`src/design/cpu8_pkg.sv`:
```
// Shared widths and enums for the 8-bit accumulator CPU
// Referenced from every design file through cpu8_pkg:: scoped names
package cpu8_pkg;

    localparam int data_w = 8;  // Bus and data register width
    localparam int addr_w = 4;  // Address and program counter width

    // Upper nibble of every instruction word
    typedef enum logic [3:0] {
        LDA = 4'd0,   // A <= RAM[addr]
        ADD = 4'd1,   // A <= A + RAM[addr]
        SUB = 4'd2,   // A <= A - RAM[addr]
        STA = 4'd3,   // RAM[addr] <= A
        LDI = 4'd4,   // A <= immediate, zero-extended
        JMP = 4'd5,   // PC <= addr
        JC  = 4'd6,   // PC <= addr if carry set
        JZ  = 4'd7,   // PC <= addr if zero set
        OUT = 4'd14,  // Output register <= A
        HLT = 4'd15   // Stop until reset
    } opcode_e;

    // Sequencer steps, six per instruction
    typedef enum logic [2:0] {
        T_IDLE = 3'd0,
        T1     = 3'd1,
        T2     = 3'd2,
        T3     = 3'd3,
        T4     = 3'd4,
        T5     = 3'd5,
        T6     = 3'd6,
        T_HALT = 3'd7
    } tstate_e;

    // Which peer currently owns the shared bus
    typedef enum logic [2:0] {
        SRC_NONE, SRC_PC, SRC_IR, SRC_RAM, SRC_ACC, SRC_ALU
    } bus_src_e;

endpackage

```
`src/design/program_counter.sv`:
```
// Program counter holding the fetch address
// Increments after fetch, loads from the jump address on JMP/JC/JZ
module program_counter (
    input  logic                        clk,
    input  logic                        rst_n,
    input  logic                        pc_inc,     // Step to next instruction
    input  logic                        pc_jump,    // Load jump_addr
    input  logic [cpu8_pkg::addr_w-1:0] jump_addr,  // Target taken from the bus
    output logic [cpu8_pkg::addr_w-1:0] pc_value
);

    logic [cpu8_pkg::addr_w-1:0] pc_q;

    // Jump wins over increment; wraps at 16 naturally
    always_ff @(posedge clk or negedge rst_n) begin
        if (!rst_n) begin
            pc_q <= '0;
        end else if (pc_jump) begin
            pc_q <= jump_addr;
        end else if (pc_inc) begin
            pc_q <= pc_q + 1'b1;
        end
    end

    assign pc_value = pc_q;  // Zero-extended onto the bus in the top level

    // A jump must never land in the same step as the fetch increment
    property p_no_jump_and_inc;
        @(posedge clk) disable iff (!rst_n)
            pc_jump |-> !pc_inc;
    endproperty
    a_no_jump_and_inc: assert property (p_no_jump_and_inc)
        else $error("PC jump and increment in the same cycle");

endmodule

```
`src/design/control_block.sv`:
```
// Six-step micro-sequencer for the accumulator CPU
// Decodes the IR opcode into load strobes and bus requests per T-state
module control_block (
    input  logic              clk,
    input  logic              rst_n,
    input  logic              run,         // Level, low holds the CPU in T_IDLE
    input  cpu8_pkg::opcode_e opcode,      // Upper nibble of IR
    input  logic              carry_flag,
    input  logic              zero_flag,
    output logic              mar_ld,
    output logic              ir_ld,
    output logic              acc_ld,
    output logic              b_ld,
    output logic              out_ld,
    output logic              ram_we,
    output logic              pc_inc,
    output logic              pc_jump,
    output logic              alu_sub,     // 1 selects A - B
    output logic              pc_req,
    output logic              ir_req,
    output logic              ram_req,
    output logic              acc_req,
    output logic              alu_req,
    output logic              out_valid,   // One cycle after out_ld
    output logic              halted
);

    cpu8_pkg::tstate_e state_q, state_d;

    always_ff @(posedge clk or negedge rst_n) begin
        if (!rst_n) begin
            state_q   <= cpu8_pkg::T_IDLE;
            out_valid <= 1'b0;
        end else begin
            state_q   <= state_d;
            out_valid <= out_ld;  // Output register is valid the cycle after load
        end
    end

    // Step sequencing
    always_comb begin
        state_d = state_q;
        case (state_q)
            cpu8_pkg::T_IDLE: state_d = run ? cpu8_pkg::T1 : cpu8_pkg::T_IDLE;
            cpu8_pkg::T1:     state_d = cpu8_pkg::T2;
            cpu8_pkg::T2:     state_d = cpu8_pkg::T3;
            cpu8_pkg::T3:     state_d = (opcode == cpu8_pkg::HLT) ? cpu8_pkg::T_HALT
                                                                  : cpu8_pkg::T4;
            cpu8_pkg::T4:     state_d = cpu8_pkg::T5;
            cpu8_pkg::T5:     state_d = cpu8_pkg::T6;
            cpu8_pkg::T6:     state_d = run ? cpu8_pkg::T1 : cpu8_pkg::T_IDLE;
            cpu8_pkg::T_HALT: state_d = cpu8_pkg::T_HALT;  // Left only by reset
            default:          state_d = cpu8_pkg::T_IDLE;
        endcase
    end

    // Strobes and requests, all low outside T1..T5
    always_comb begin
        {mar_ld, ir_ld, acc_ld, b_ld, out_ld, ram_we, pc_inc, pc_jump, alu_sub} = '0;
        {pc_req, ir_req, ram_req, acc_req, alu_req} = '0;
        case (state_q)
            cpu8_pkg::T1: begin  // PC to MAR
                pc_req = 1'b1;
                mar_ld = 1'b1;
            end
            cpu8_pkg::T2: begin  // RAM to IR, advance PC
                ram_req = 1'b1;
                ir_ld   = 1'b1;
                pc_inc  = 1'b1;
            end
            cpu8_pkg::T3: begin
                case (opcode)
                    cpu8_pkg::LDA, cpu8_pkg::ADD, cpu8_pkg::SUB, cpu8_pkg::STA: begin
                        ir_req = 1'b1;  // Operand address to MAR
                        mar_ld = 1'b1;
                    end
                    cpu8_pkg::LDI: begin
                        ir_req = 1'b1;
                        acc_ld = 1'b1;
                    end
                    cpu8_pkg::JMP: begin
                        ir_req  = 1'b1;
                        pc_jump = 1'b1;
                    end
                    cpu8_pkg::JC: begin
                        ir_req  = carry_flag;  // Branch resolved here
                        pc_jump = carry_flag;
                    end
                    cpu8_pkg::JZ: begin
                        ir_req  = zero_flag;
                        pc_jump = zero_flag;
                    end
                    default: ;  // OUT, HLT and unused codes
                endcase
            end
            cpu8_pkg::T4: begin
                case (opcode)
                    cpu8_pkg::LDA: begin
                        ram_req = 1'b1;
                        acc_ld  = 1'b1;
                    end
                    cpu8_pkg::ADD, cpu8_pkg::SUB: begin
                        ram_req = 1'b1;  // Operand into B
                        b_ld    = 1'b1;
                    end
                    cpu8_pkg::STA: begin
                        acc_req = 1'b1;
                        ram_we  = 1'b1;
                    end
                    cpu8_pkg::OUT: begin
                        acc_req = 1'b1;
                        out_ld  = 1'b1;
                    end
                    default: ;
                endcase
            end
            cpu8_pkg::T5: begin
                if (opcode == cpu8_pkg::ADD || opcode == cpu8_pkg::SUB) begin
                    alu_req = 1'b1;  // Result and flags captured at this edge
                    acc_ld  = 1'b1;
                    alu_sub = (opcode == cpu8_pkg::SUB);
                end
            end
            default: ;  // T_IDLE, T6 and T_HALT issue nothing
        endcase
    end

    assign halted = (state_q == cpu8_pkg::T_HALT);

    // A RAM store never shares its step with any register load
    a_no_store_with_load: assert property (@(posedge clk) disable iff (!rst_n)
        ram_we |-> !(mar_ld || ir_ld || acc_ld || b_ld || out_ld))
        else $error("Store and load issued on the same step");

endmodule

```
`src/design/bus_arbiter.sv`:
```
// Shared bus arbiter, replaces the tri-state bus of the classic SAP design
// Fixed priority PC > IR > RAM > ACC > ALU, bus reads zero when idle
module bus_arbiter (
    input  logic                        clk,       // Only clocks the request check
    input  logic                        pc_req,
    input  logic                        ir_req,
    input  logic                        ram_req,
    input  logic                        acc_req,
    input  logic                        alu_req,
    input  logic [cpu8_pkg::data_w-1:0] pc_data,
    input  logic [cpu8_pkg::data_w-1:0] ir_data,
    input  logic [cpu8_pkg::data_w-1:0] ram_data,
    input  logic [cpu8_pkg::data_w-1:0] acc_data,
    input  logic [cpu8_pkg::data_w-1:0] alu_data,
    output cpu8_pkg::bus_src_e          grant,
    output logic [cpu8_pkg::data_w-1:0] bus
);

    // Priority encode the requests
    always_comb begin
        if (pc_req)       grant = cpu8_pkg::SRC_PC;
        else if (ir_req)  grant = cpu8_pkg::SRC_IR;
        else if (ram_req) grant = cpu8_pkg::SRC_RAM;
        else if (acc_req) grant = cpu8_pkg::SRC_ACC;
        else if (alu_req) grant = cpu8_pkg::SRC_ALU;
        else              grant = cpu8_pkg::SRC_NONE;
    end

    // Drive the winner's value
    always_comb begin
        case (grant)
            cpu8_pkg::SRC_PC:  bus = pc_data;
            cpu8_pkg::SRC_IR:  bus = ir_data;
            cpu8_pkg::SRC_RAM: bus = ram_data;
            cpu8_pkg::SRC_ACC: bus = acc_data;
            cpu8_pkg::SRC_ALU: bus = alu_data;
            default:           bus = '0;  // Nobody driving
        endcase
    end

    // Sequencer must never ask for two drivers in one step
    a_one_driver: assert property (@(posedge clk)
        $onehot0({pc_req, ir_req, ram_req, acc_req, alu_req}))
        else $error("More than one bus request active");

endmodule

```
`src/design/alu_accumulator.sv`:
```
// Accumulator, B register and add/subtract ALU with carry and zero flags
// ALU output is combinational; flags latch only when the ALU result is loaded
module alu_accumulator (
    input  logic                        clk,
    input  logic                        rst_n,
    input  logic [cpu8_pkg::data_w-1:0] bus,
    input  logic                        acc_ld,      // A <= bus
    input  logic                        b_ld,        // B <= bus
    input  logic                        alu_sub,     // 1 selects A - B
    input  logic                        alu_active,  // ALU owns the bus this cycle
    output logic [cpu8_pkg::data_w-1:0] acc_value,
    output logic [cpu8_pkg::data_w-1:0] alu_result,
    output logic                        carry_flag,
    output logic                        zero_flag
);

    logic [cpu8_pkg::data_w-1:0] a_q;
    logic [cpu8_pkg::data_w-1:0] b_q;
    logic [cpu8_pkg::data_w-1:0] b_eff;  // B or its complement
    logic [cpu8_pkg::data_w:0]   sum;    // Extra bit is the carry out

    // Data registers
    always_ff @(posedge clk) begin
        if (acc_ld) a_q <= bus;
        if (b_ld)   b_q <= bus;
    end

    // Subtract as A + ~B + 1, so carry out means no borrow
    assign b_eff      = alu_sub ? ~b_q : b_q;
    assign sum        = {1'b0, a_q} + {1'b0, b_eff} + {{cpu8_pkg::data_w{1'b0}}, alu_sub};
    assign alu_result = sum[cpu8_pkg::data_w-1:0];

    // Flags move on ADD and SUB only
    always_ff @(posedge clk or negedge rst_n) begin
        if (!rst_n) begin
            carry_flag <= 1'b0;
            zero_flag  <= 1'b0;
        end else if (acc_ld && (alu_active || alu_sub)) begin
            carry_flag <= sum[cpu8_pkg::data_w];
            zero_flag  <= (alu_result == '0);
        end
    end

    assign acc_value = a_q;

endmodule

```
`src/design/memory_unit.sv`:
```
// Memory address register and small RAM, with a program-load port
// Programs are written through prog_* while run is low
module memory_unit #(
    parameter int ram_bytes = 16  // 16 or 8 bytes
) (
    input  logic                        clk,
    input  logic                        rst_n,
    input  logic                        run,
    input  logic                        mar_ld,     // MAR <= bus low nibble
    input  logic                        ram_we,     // RAM[MAR] <= bus
    input  logic [cpu8_pkg::data_w-1:0] bus,
    input  logic                        prog_we,    // External loader write
    input  logic [cpu8_pkg::addr_w-1:0] prog_addr,
    input  logic [cpu8_pkg::data_w-1:0] prog_data,
    output logic [cpu8_pkg::data_w-1:0] ram_data    // RAM[MAR], combinational
);

    localparam int ram_aw = $clog2(ram_bytes);  // Index bits actually used

    logic [cpu8_pkg::addr_w-1:0] mar_q;
    logic [cpu8_pkg::data_w-1:0] mem [ram_bytes];
    logic [ram_aw-1:0]           mar_idx;
    logic [ram_aw-1:0]           prog_idx;

    always_ff @(posedge clk or negedge rst_n) begin
        if (!rst_n) begin
            mar_q <= '0;
        end else if (mar_ld) begin
            mar_q <= bus[cpu8_pkg::addr_w-1:0];
        end
    end

    // Upper address bits wrap on smaller RAMs
    assign mar_idx  = mar_q[ram_aw-1:0];
    assign prog_idx = prog_addr[ram_aw-1:0];

    // CPU store first, loader only while stopped
    always_ff @(posedge clk) begin
        if (ram_we) begin
            mem[mar_idx] <= bus;
        end else if (prog_we && !run) begin
            mem[prog_idx] <= prog_data;
        end
    end

    assign ram_data = mem[mar_idx];

    a_no_load_while_running: assert property (@(posedge clk) disable iff (!rst_n)
        prog_we |-> !run)
        else $error("Program write while running");

endmodule

```
`src/design/cpu8_top.sv`:
```
// Top level of the 8-bit SAP-style CPU
// Wires the bus peers through the arbiter; holds the IR and output register
module cpu8_top #(
    parameter int ram_bytes = 16
) (
    input  logic                        clk,
    input  logic                        rst_n,
    input  logic                        run,
    input  logic                        prog_we,
    input  logic [cpu8_pkg::addr_w-1:0] prog_addr,
    input  logic [cpu8_pkg::data_w-1:0] prog_data,
    output logic [cpu8_pkg::data_w-1:0] out_value,
    output logic                        out_valid,
    output logic                        halted
);

    logic [cpu8_pkg::data_w-1:0] bus;
    cpu8_pkg::bus_src_e          grant;
    logic [cpu8_pkg::data_w-1:0] ir_q;                   // Opcode | operand
    logic [cpu8_pkg::addr_w-1:0] pc_value;
    logic [cpu8_pkg::data_w-1:0] acc_value, alu_result, ram_data;
    logic carry_flag, zero_flag;
    logic mar_ld, ir_ld, acc_ld, b_ld, out_ld, ram_we;   // Load strobes
    logic pc_inc, pc_jump, alu_sub;
    logic pc_req, ir_req, ram_req, acc_req, alu_req;     // Bus requests

    program_counter u_pc (
        .clk, .rst_n, .pc_inc, .pc_jump,
        .jump_addr (bus[cpu8_pkg::addr_w-1:0]),  // Target comes off the bus from IR
        .pc_value
    );

    control_block u_ctrl (
        .clk, .rst_n, .run,
        .opcode (cpu8_pkg::opcode_e'(ir_q[7:4])),
        .carry_flag, .zero_flag,
        .mar_ld, .ir_ld, .acc_ld, .b_ld, .out_ld, .ram_we, .pc_inc, .pc_jump, .alu_sub,
        .pc_req, .ir_req, .ram_req, .acc_req, .alu_req,
        .out_valid, .halted
    );

    bus_arbiter u_arb (
        .clk, .pc_req, .ir_req, .ram_req, .acc_req, .alu_req,
        .pc_data  ({{(cpu8_pkg::data_w-cpu8_pkg::addr_w){1'b0}}, pc_value}),
        .ir_data  ({{(cpu8_pkg::data_w-cpu8_pkg::addr_w){1'b0}}, ir_q[3:0]}),  // Operand only
        .ram_data, .acc_data (acc_value), .alu_data (alu_result),
        .grant, .bus
    );

    alu_accumulator u_alu (
        .clk, .rst_n, .bus, .acc_ld, .b_ld, .alu_sub,
        .alu_active (grant == cpu8_pkg::SRC_ALU),
        .acc_value, .alu_result, .carry_flag, .zero_flag
    );

    memory_unit #(.ram_bytes(ram_bytes)) u_mem (
        .clk, .rst_n, .run, .mar_ld, .ram_we, .bus,
        .prog_we, .prog_addr, .prog_data, .ram_data
    );

    // Instruction and output registers
    always_ff @(posedge clk or negedge rst_n) begin
        if (!rst_n) begin
            ir_q      <= '0;
            out_value <= '0;
        end else begin
            if (ir_ld)  ir_q      <= bus;
            if (out_ld) out_value <= bus;  // Shown with out_valid next cycle
        end
    end

endmodule

```
`config.mk`:
```
export PLATFORM = sky130hd
export DESIGN_NAME = cpu8_top
export DESIGN_NICKNAME = d
export VERILOG_FILES = /design/src/design/cpu8_pkg.sv /design/src/design/program_counter.sv /design/src/design/control_block.sv /design/src/design/bus_arbiter.sv /design/src/design/alu_accumulator.sv /design/src/design/memory_unit.sv /design/src/design/cpu8_top.sv
export SDC_FILE = /design/constraint.sdc
export NUM_CORES = 1
export LEC_CHECK = 0
export ABC_AREA = 1
export BUFFER_PORTS_ARGS = -buffer_cell sky130_fd_sc_hd__buf_2
export CAP_MARGIN = 10
export CORE_ASPECT_RATIO = 1.5
export CORE_UTILIZATION = 42
export DETAILED_ROUTE_END_ITERATION = 8
export SLEW_MARGIN = 20
export SYNTH_ARGS = -nofsm -noshare
export SYNTH_HDL_FRONTEND = slang
export SYNTH_SLANG_ARGS = --single-unit
```
`constraint.sdc`:
```
create_clock -name clk -period 3.89 [get_ports clk]
set_input_delay 0.778 -clock clk [delete_from_list [all_inputs] [get_ports clk]]
set_output_delay 0.778 -clock clk [all_outputs]
set_load 0.02 [all_outputs]
```
==> results.py <==
metrics = {
    "yosys": {
        "synth-main-ff-cell": "edfxtp_1",
        "ys_ff_latch": 174,
        "synth_top_area_frac": 0.542,
        "syn_avg_cell_area_sq_um": 10.2,
        "synth_common_cells": "nand2_1, edfxtp_1, nand3_1, nor2_1, inv_1",
        "synth_area_sq_um": 7970,
        "synthMostInstantiatedCell": "nand2_1",
        "synth_warnings": 0,
        "synth_edf_count": 144,
        "yosysSeqAreaShare": 0.636,
        "synth_cells": 784,
        "synthesis.nets": 809,
        "synth.distinct_cells": 39,
        "synth.area.top_cells": "edfxtp_1, nand2_1, dfrtp_1",
        "async_reset_ff_frac": 0.172,
        "yosys.area.top_type": "edfxtp_1",
    },
    "critical_path": {
        "worstReg2RegEnd": "u_mem.mem[13][7]$_DFFE_PP_",
        "worst-r2r-cell-count": 18,
        "timing.critical_path.slowest_cell_delay_ns": 0.39,
        "crit_top_cell": "nand2_1",
        "worstPathRequired_ns": 4.06,
        "cp-end-kind": "flop",
        "r2r_slack_ns": 0.67,
        "arrival_ns": 3.39,
        "worstPathCellList": "inv_1, nand2_1, nor2_1, nand2_1, xnor2_1, ha_1, a21o_1, inv_1, nor2_1, nor2_1, nand2_2, nand2_2, nand2_1, nand2_1, nand3_2, nand2_2, nand2_1, nand2_1",
        "worst_path_max_delay_cell": "dfrtp_1",
        "path_class": "flop to flop",
        "worstPathMaxFanout": 16,
        "start_kind": "flop",
        "rr_startpoint": "ir_q[4]$_DFFE_PN0P_",
    },
    "layout": {
        "drive_above_1_share": 0.138,
        "stdcell_count": 1090,
        "diodes": 0,
        "syn_to_final_growth_pct": 13.1,
        "finalNetCount": 850,
    },
    "clocking": {
        "clock-sinks": 174,
        "insertion_delay_ns": 0.43,
        "cts_resized": 0,
        "cts-root-buf": "clkbuf_16",
        "numCtsBuffers": 17,
        "clk_pin_slew_ns": 0.06,
        "ctsHoldBuffers": 0,
        "post-cts-setup-buffers": 0,
        "clockBufferDepth": 2,
        "tritoncts": "built",
        "cts-htree-levels": 4,
    },
    "timing": {
        "finalCriticalPeriod_ns": 3.22,
        "rsz0062_at_grt": "no",
        "setup_tns_ns": 0,
        "tightest_slew_ns": 0.922,
        "clock_skew_ns": 0.0127,
        "finalMaxSlewViolations": 0,
        "hold_viol": 0,
        "final.period_utilization": 0.827,
        "setup_ws_ns": 0.672,
        "fmax_mhz": 311,
        "relSlewSlack": 0.383,
        "setup_viol": 0,
    },
    "route": {
        "drc": 0,
        "wl_um": 19800,
        "drt_first_iter_violations": 313,
        "wl_met3_um": 634,
        "viasPerCell": 5.18,
        "vias": 5641,
        "dr.pass1.iters": 4,
        "wl_met2_um": 10800,
        "antenna_left": 0,
        "routedWlPerCell_um": 18.2,
        "met1_length_um": 7850,
        "highest_layer": "met4",
    },
    "global_routing": {
        "antenna_found_initial": 0,
        "grt_pass1_vias": 5409,
        "gr-total-overflow": 0,
        "grt_pass1_wl_um": 30300,
        "grtUsageTotal": 0.216,
        "grt_max_degree": 65,
    },
    "floorplanning": {
        "initial_core_util": 0.430,
        "io_pins": 26,
        "die_width_um": 115,
        "dieArea_sq_um": 19600,
        "die_y_um": 171,
        "num_rows": 61,
        "core_area_sq_um": 18500,
    },
    "pwr": {
        "ir_drop_mv": 0.313,
        "power_switching_mw": 2.24,
        "power_frac_seq": 0.417,
        "switching_share": 0.367,
        "p_leak_nw": 3.69,
        "p_clk_frac": 0.260,
        "intPower_mw": 3.86,
        "combPwrFrac": 0.323,
        "pwr_density_cell_nw_per_um2": 677,
    },
    "place": {
        "dpl.hpwl_um": 13600,
        "portBuffers": 25,
        "pre_cts_ws_ns": 0.691,
        "gp_congestion": 0.910,
        "dp_cells": 1058,
    },
    "min_path": {
        "hp-class": "input port to asynchronous set/reset pin",
    },
    "job": {
        "maxCapViolations": 0,
    },
    "run_status": {
        "status": "finished clean",
    },
}
==> worst max-delay path by stage <==
stage,start,to,cells after the start
6_report,ir_q[4]$_DFFE_PN0P_,u_mem.mem[13][7]$_DFFE_PP_,18
5_1_grt,ir_q[6]$_DFFE_PN0P_,u_mem.mem[14][7]$_DFFE_PP_,18
4_1_cts,ir_q[4]$_DFFE_PN0P_,u_mem.mem[14][7]$_DFFE_PP_,18
3_5_place_dp,ir_q[6]$_DFFE_PN0P_,u_mem.mem[5][7]$_DFFE_PP_,18
3_3_place_gp,ir_q[5]$_DFFE_PN0P_,u_mem.mem[4][7]$_DFFE_PP_,17
2_1_floorplan,ir_q[6]$_DFFE_PN0P_,u_mem.mem[0][5]$_DFFE_PP_,14
==> critical path, delay by kind of cell, from the launching register on <==
family | cells | cell delay [ns]
compound gates | 1 | 0.18
xor+xnor | 1 | 0.22
flops | 1 | 0.39
buf+inv | 2 | 0.22
simple gates | 13 | 1.56
fa+ha+maj | 1 | 0.36
==> sequential cells by signal (all words and copies together), names as in the netlist, 2 cells and up, named ones only <==
name	count
u_mem.mar_idx	4
u_alu.b_q	8
ir_q	8
u_alu.acc_value	8
u_ctrl.state_q	2
out_value	8
u_mem.mem	128
u_pc.pc_value	4
==> cells by family after synthesis <==
logic type	synth area share
AO/OA/AOI/OAI	0.0446
flip-flops	0.636
XOR/XNOR	0.0152
adder cells (fa/ha/maj)	0.0151
buffers and inverters	0.0424
AND/OR/NAND/NOR	0.246
==> power groups by stage <==
stage	Clock (mW)	Combinational [mW]	Sequential (mW)
after floorplan	0	1.38	2.53
after global placement	0	1.96	2.57
after detailed placement	0	1.99	2.58
after CTS	1.61	1.99	2.54
after global routing	1.70	2.18	2.56
final	1.59	1.97	2.54
==> layer usage <==
metal	vias to the layer above	GRT usage
met3	25	0.0365
met5	-	0
met4	0	0.0915
met1	2753	0.245
li1	2732	-
met2	131	0.397
==> cell type report <==
class | instances | area (sq um)
Clock buffer | 19 | 433
Clock inverter | 13 | 113
Fill cell | 1727 | 9530
Inverter | 50 | 188
Multi-Input combinational cell | 531 | 2560
Sequential cell | 174 | 5080
Tap cell | 252 | 315
Timing Repair Buffer | 51 | 333
==> layout by cell type, fill, tap and decap left out, types with 2 or more instances in the layout <==
cell type   instances
a21o_1              3
a21oi_1             7
a22oi_1             2
a31oi_1             5
buf_2              25
buf_4              25
clkbuf_1            2
clkbuf_16          17
clkinv_1            6
clkinv_4            2
clkinvlp_4          2
dfrtp_1            29
edfxtp_1          144
ha_1                8
inv_1              38
inv_2              10
inv_6               4
nand2_1           253
nand2_2            11
nand3_1           112
nand3_2             2
nand4_1             2
nor2_1             62
nor2_4              4
o211ai_1            4
o21ai_0            23
o21ai_1             3
o21ai_2             4
o22ai_1             3
xnor2_1            10
xor2_1              2
==> stage by stage <==
step,hold WS (ns),power (mW),utilization,instance area (sq um)
4_1_cts,0.417,6.15,0.486,9020
6_report,0.394,6.11,0.486,9020
3_3_place_gp,0.463,4.54,0.457,8470
5_1_grt,0.436,6.44,0.486,9020
2_1_floorplan,0.449,3.91,-,7970
3_5_place_dp,0.461,4.56,0.457,8470
(Power assumes the default switching activity.)
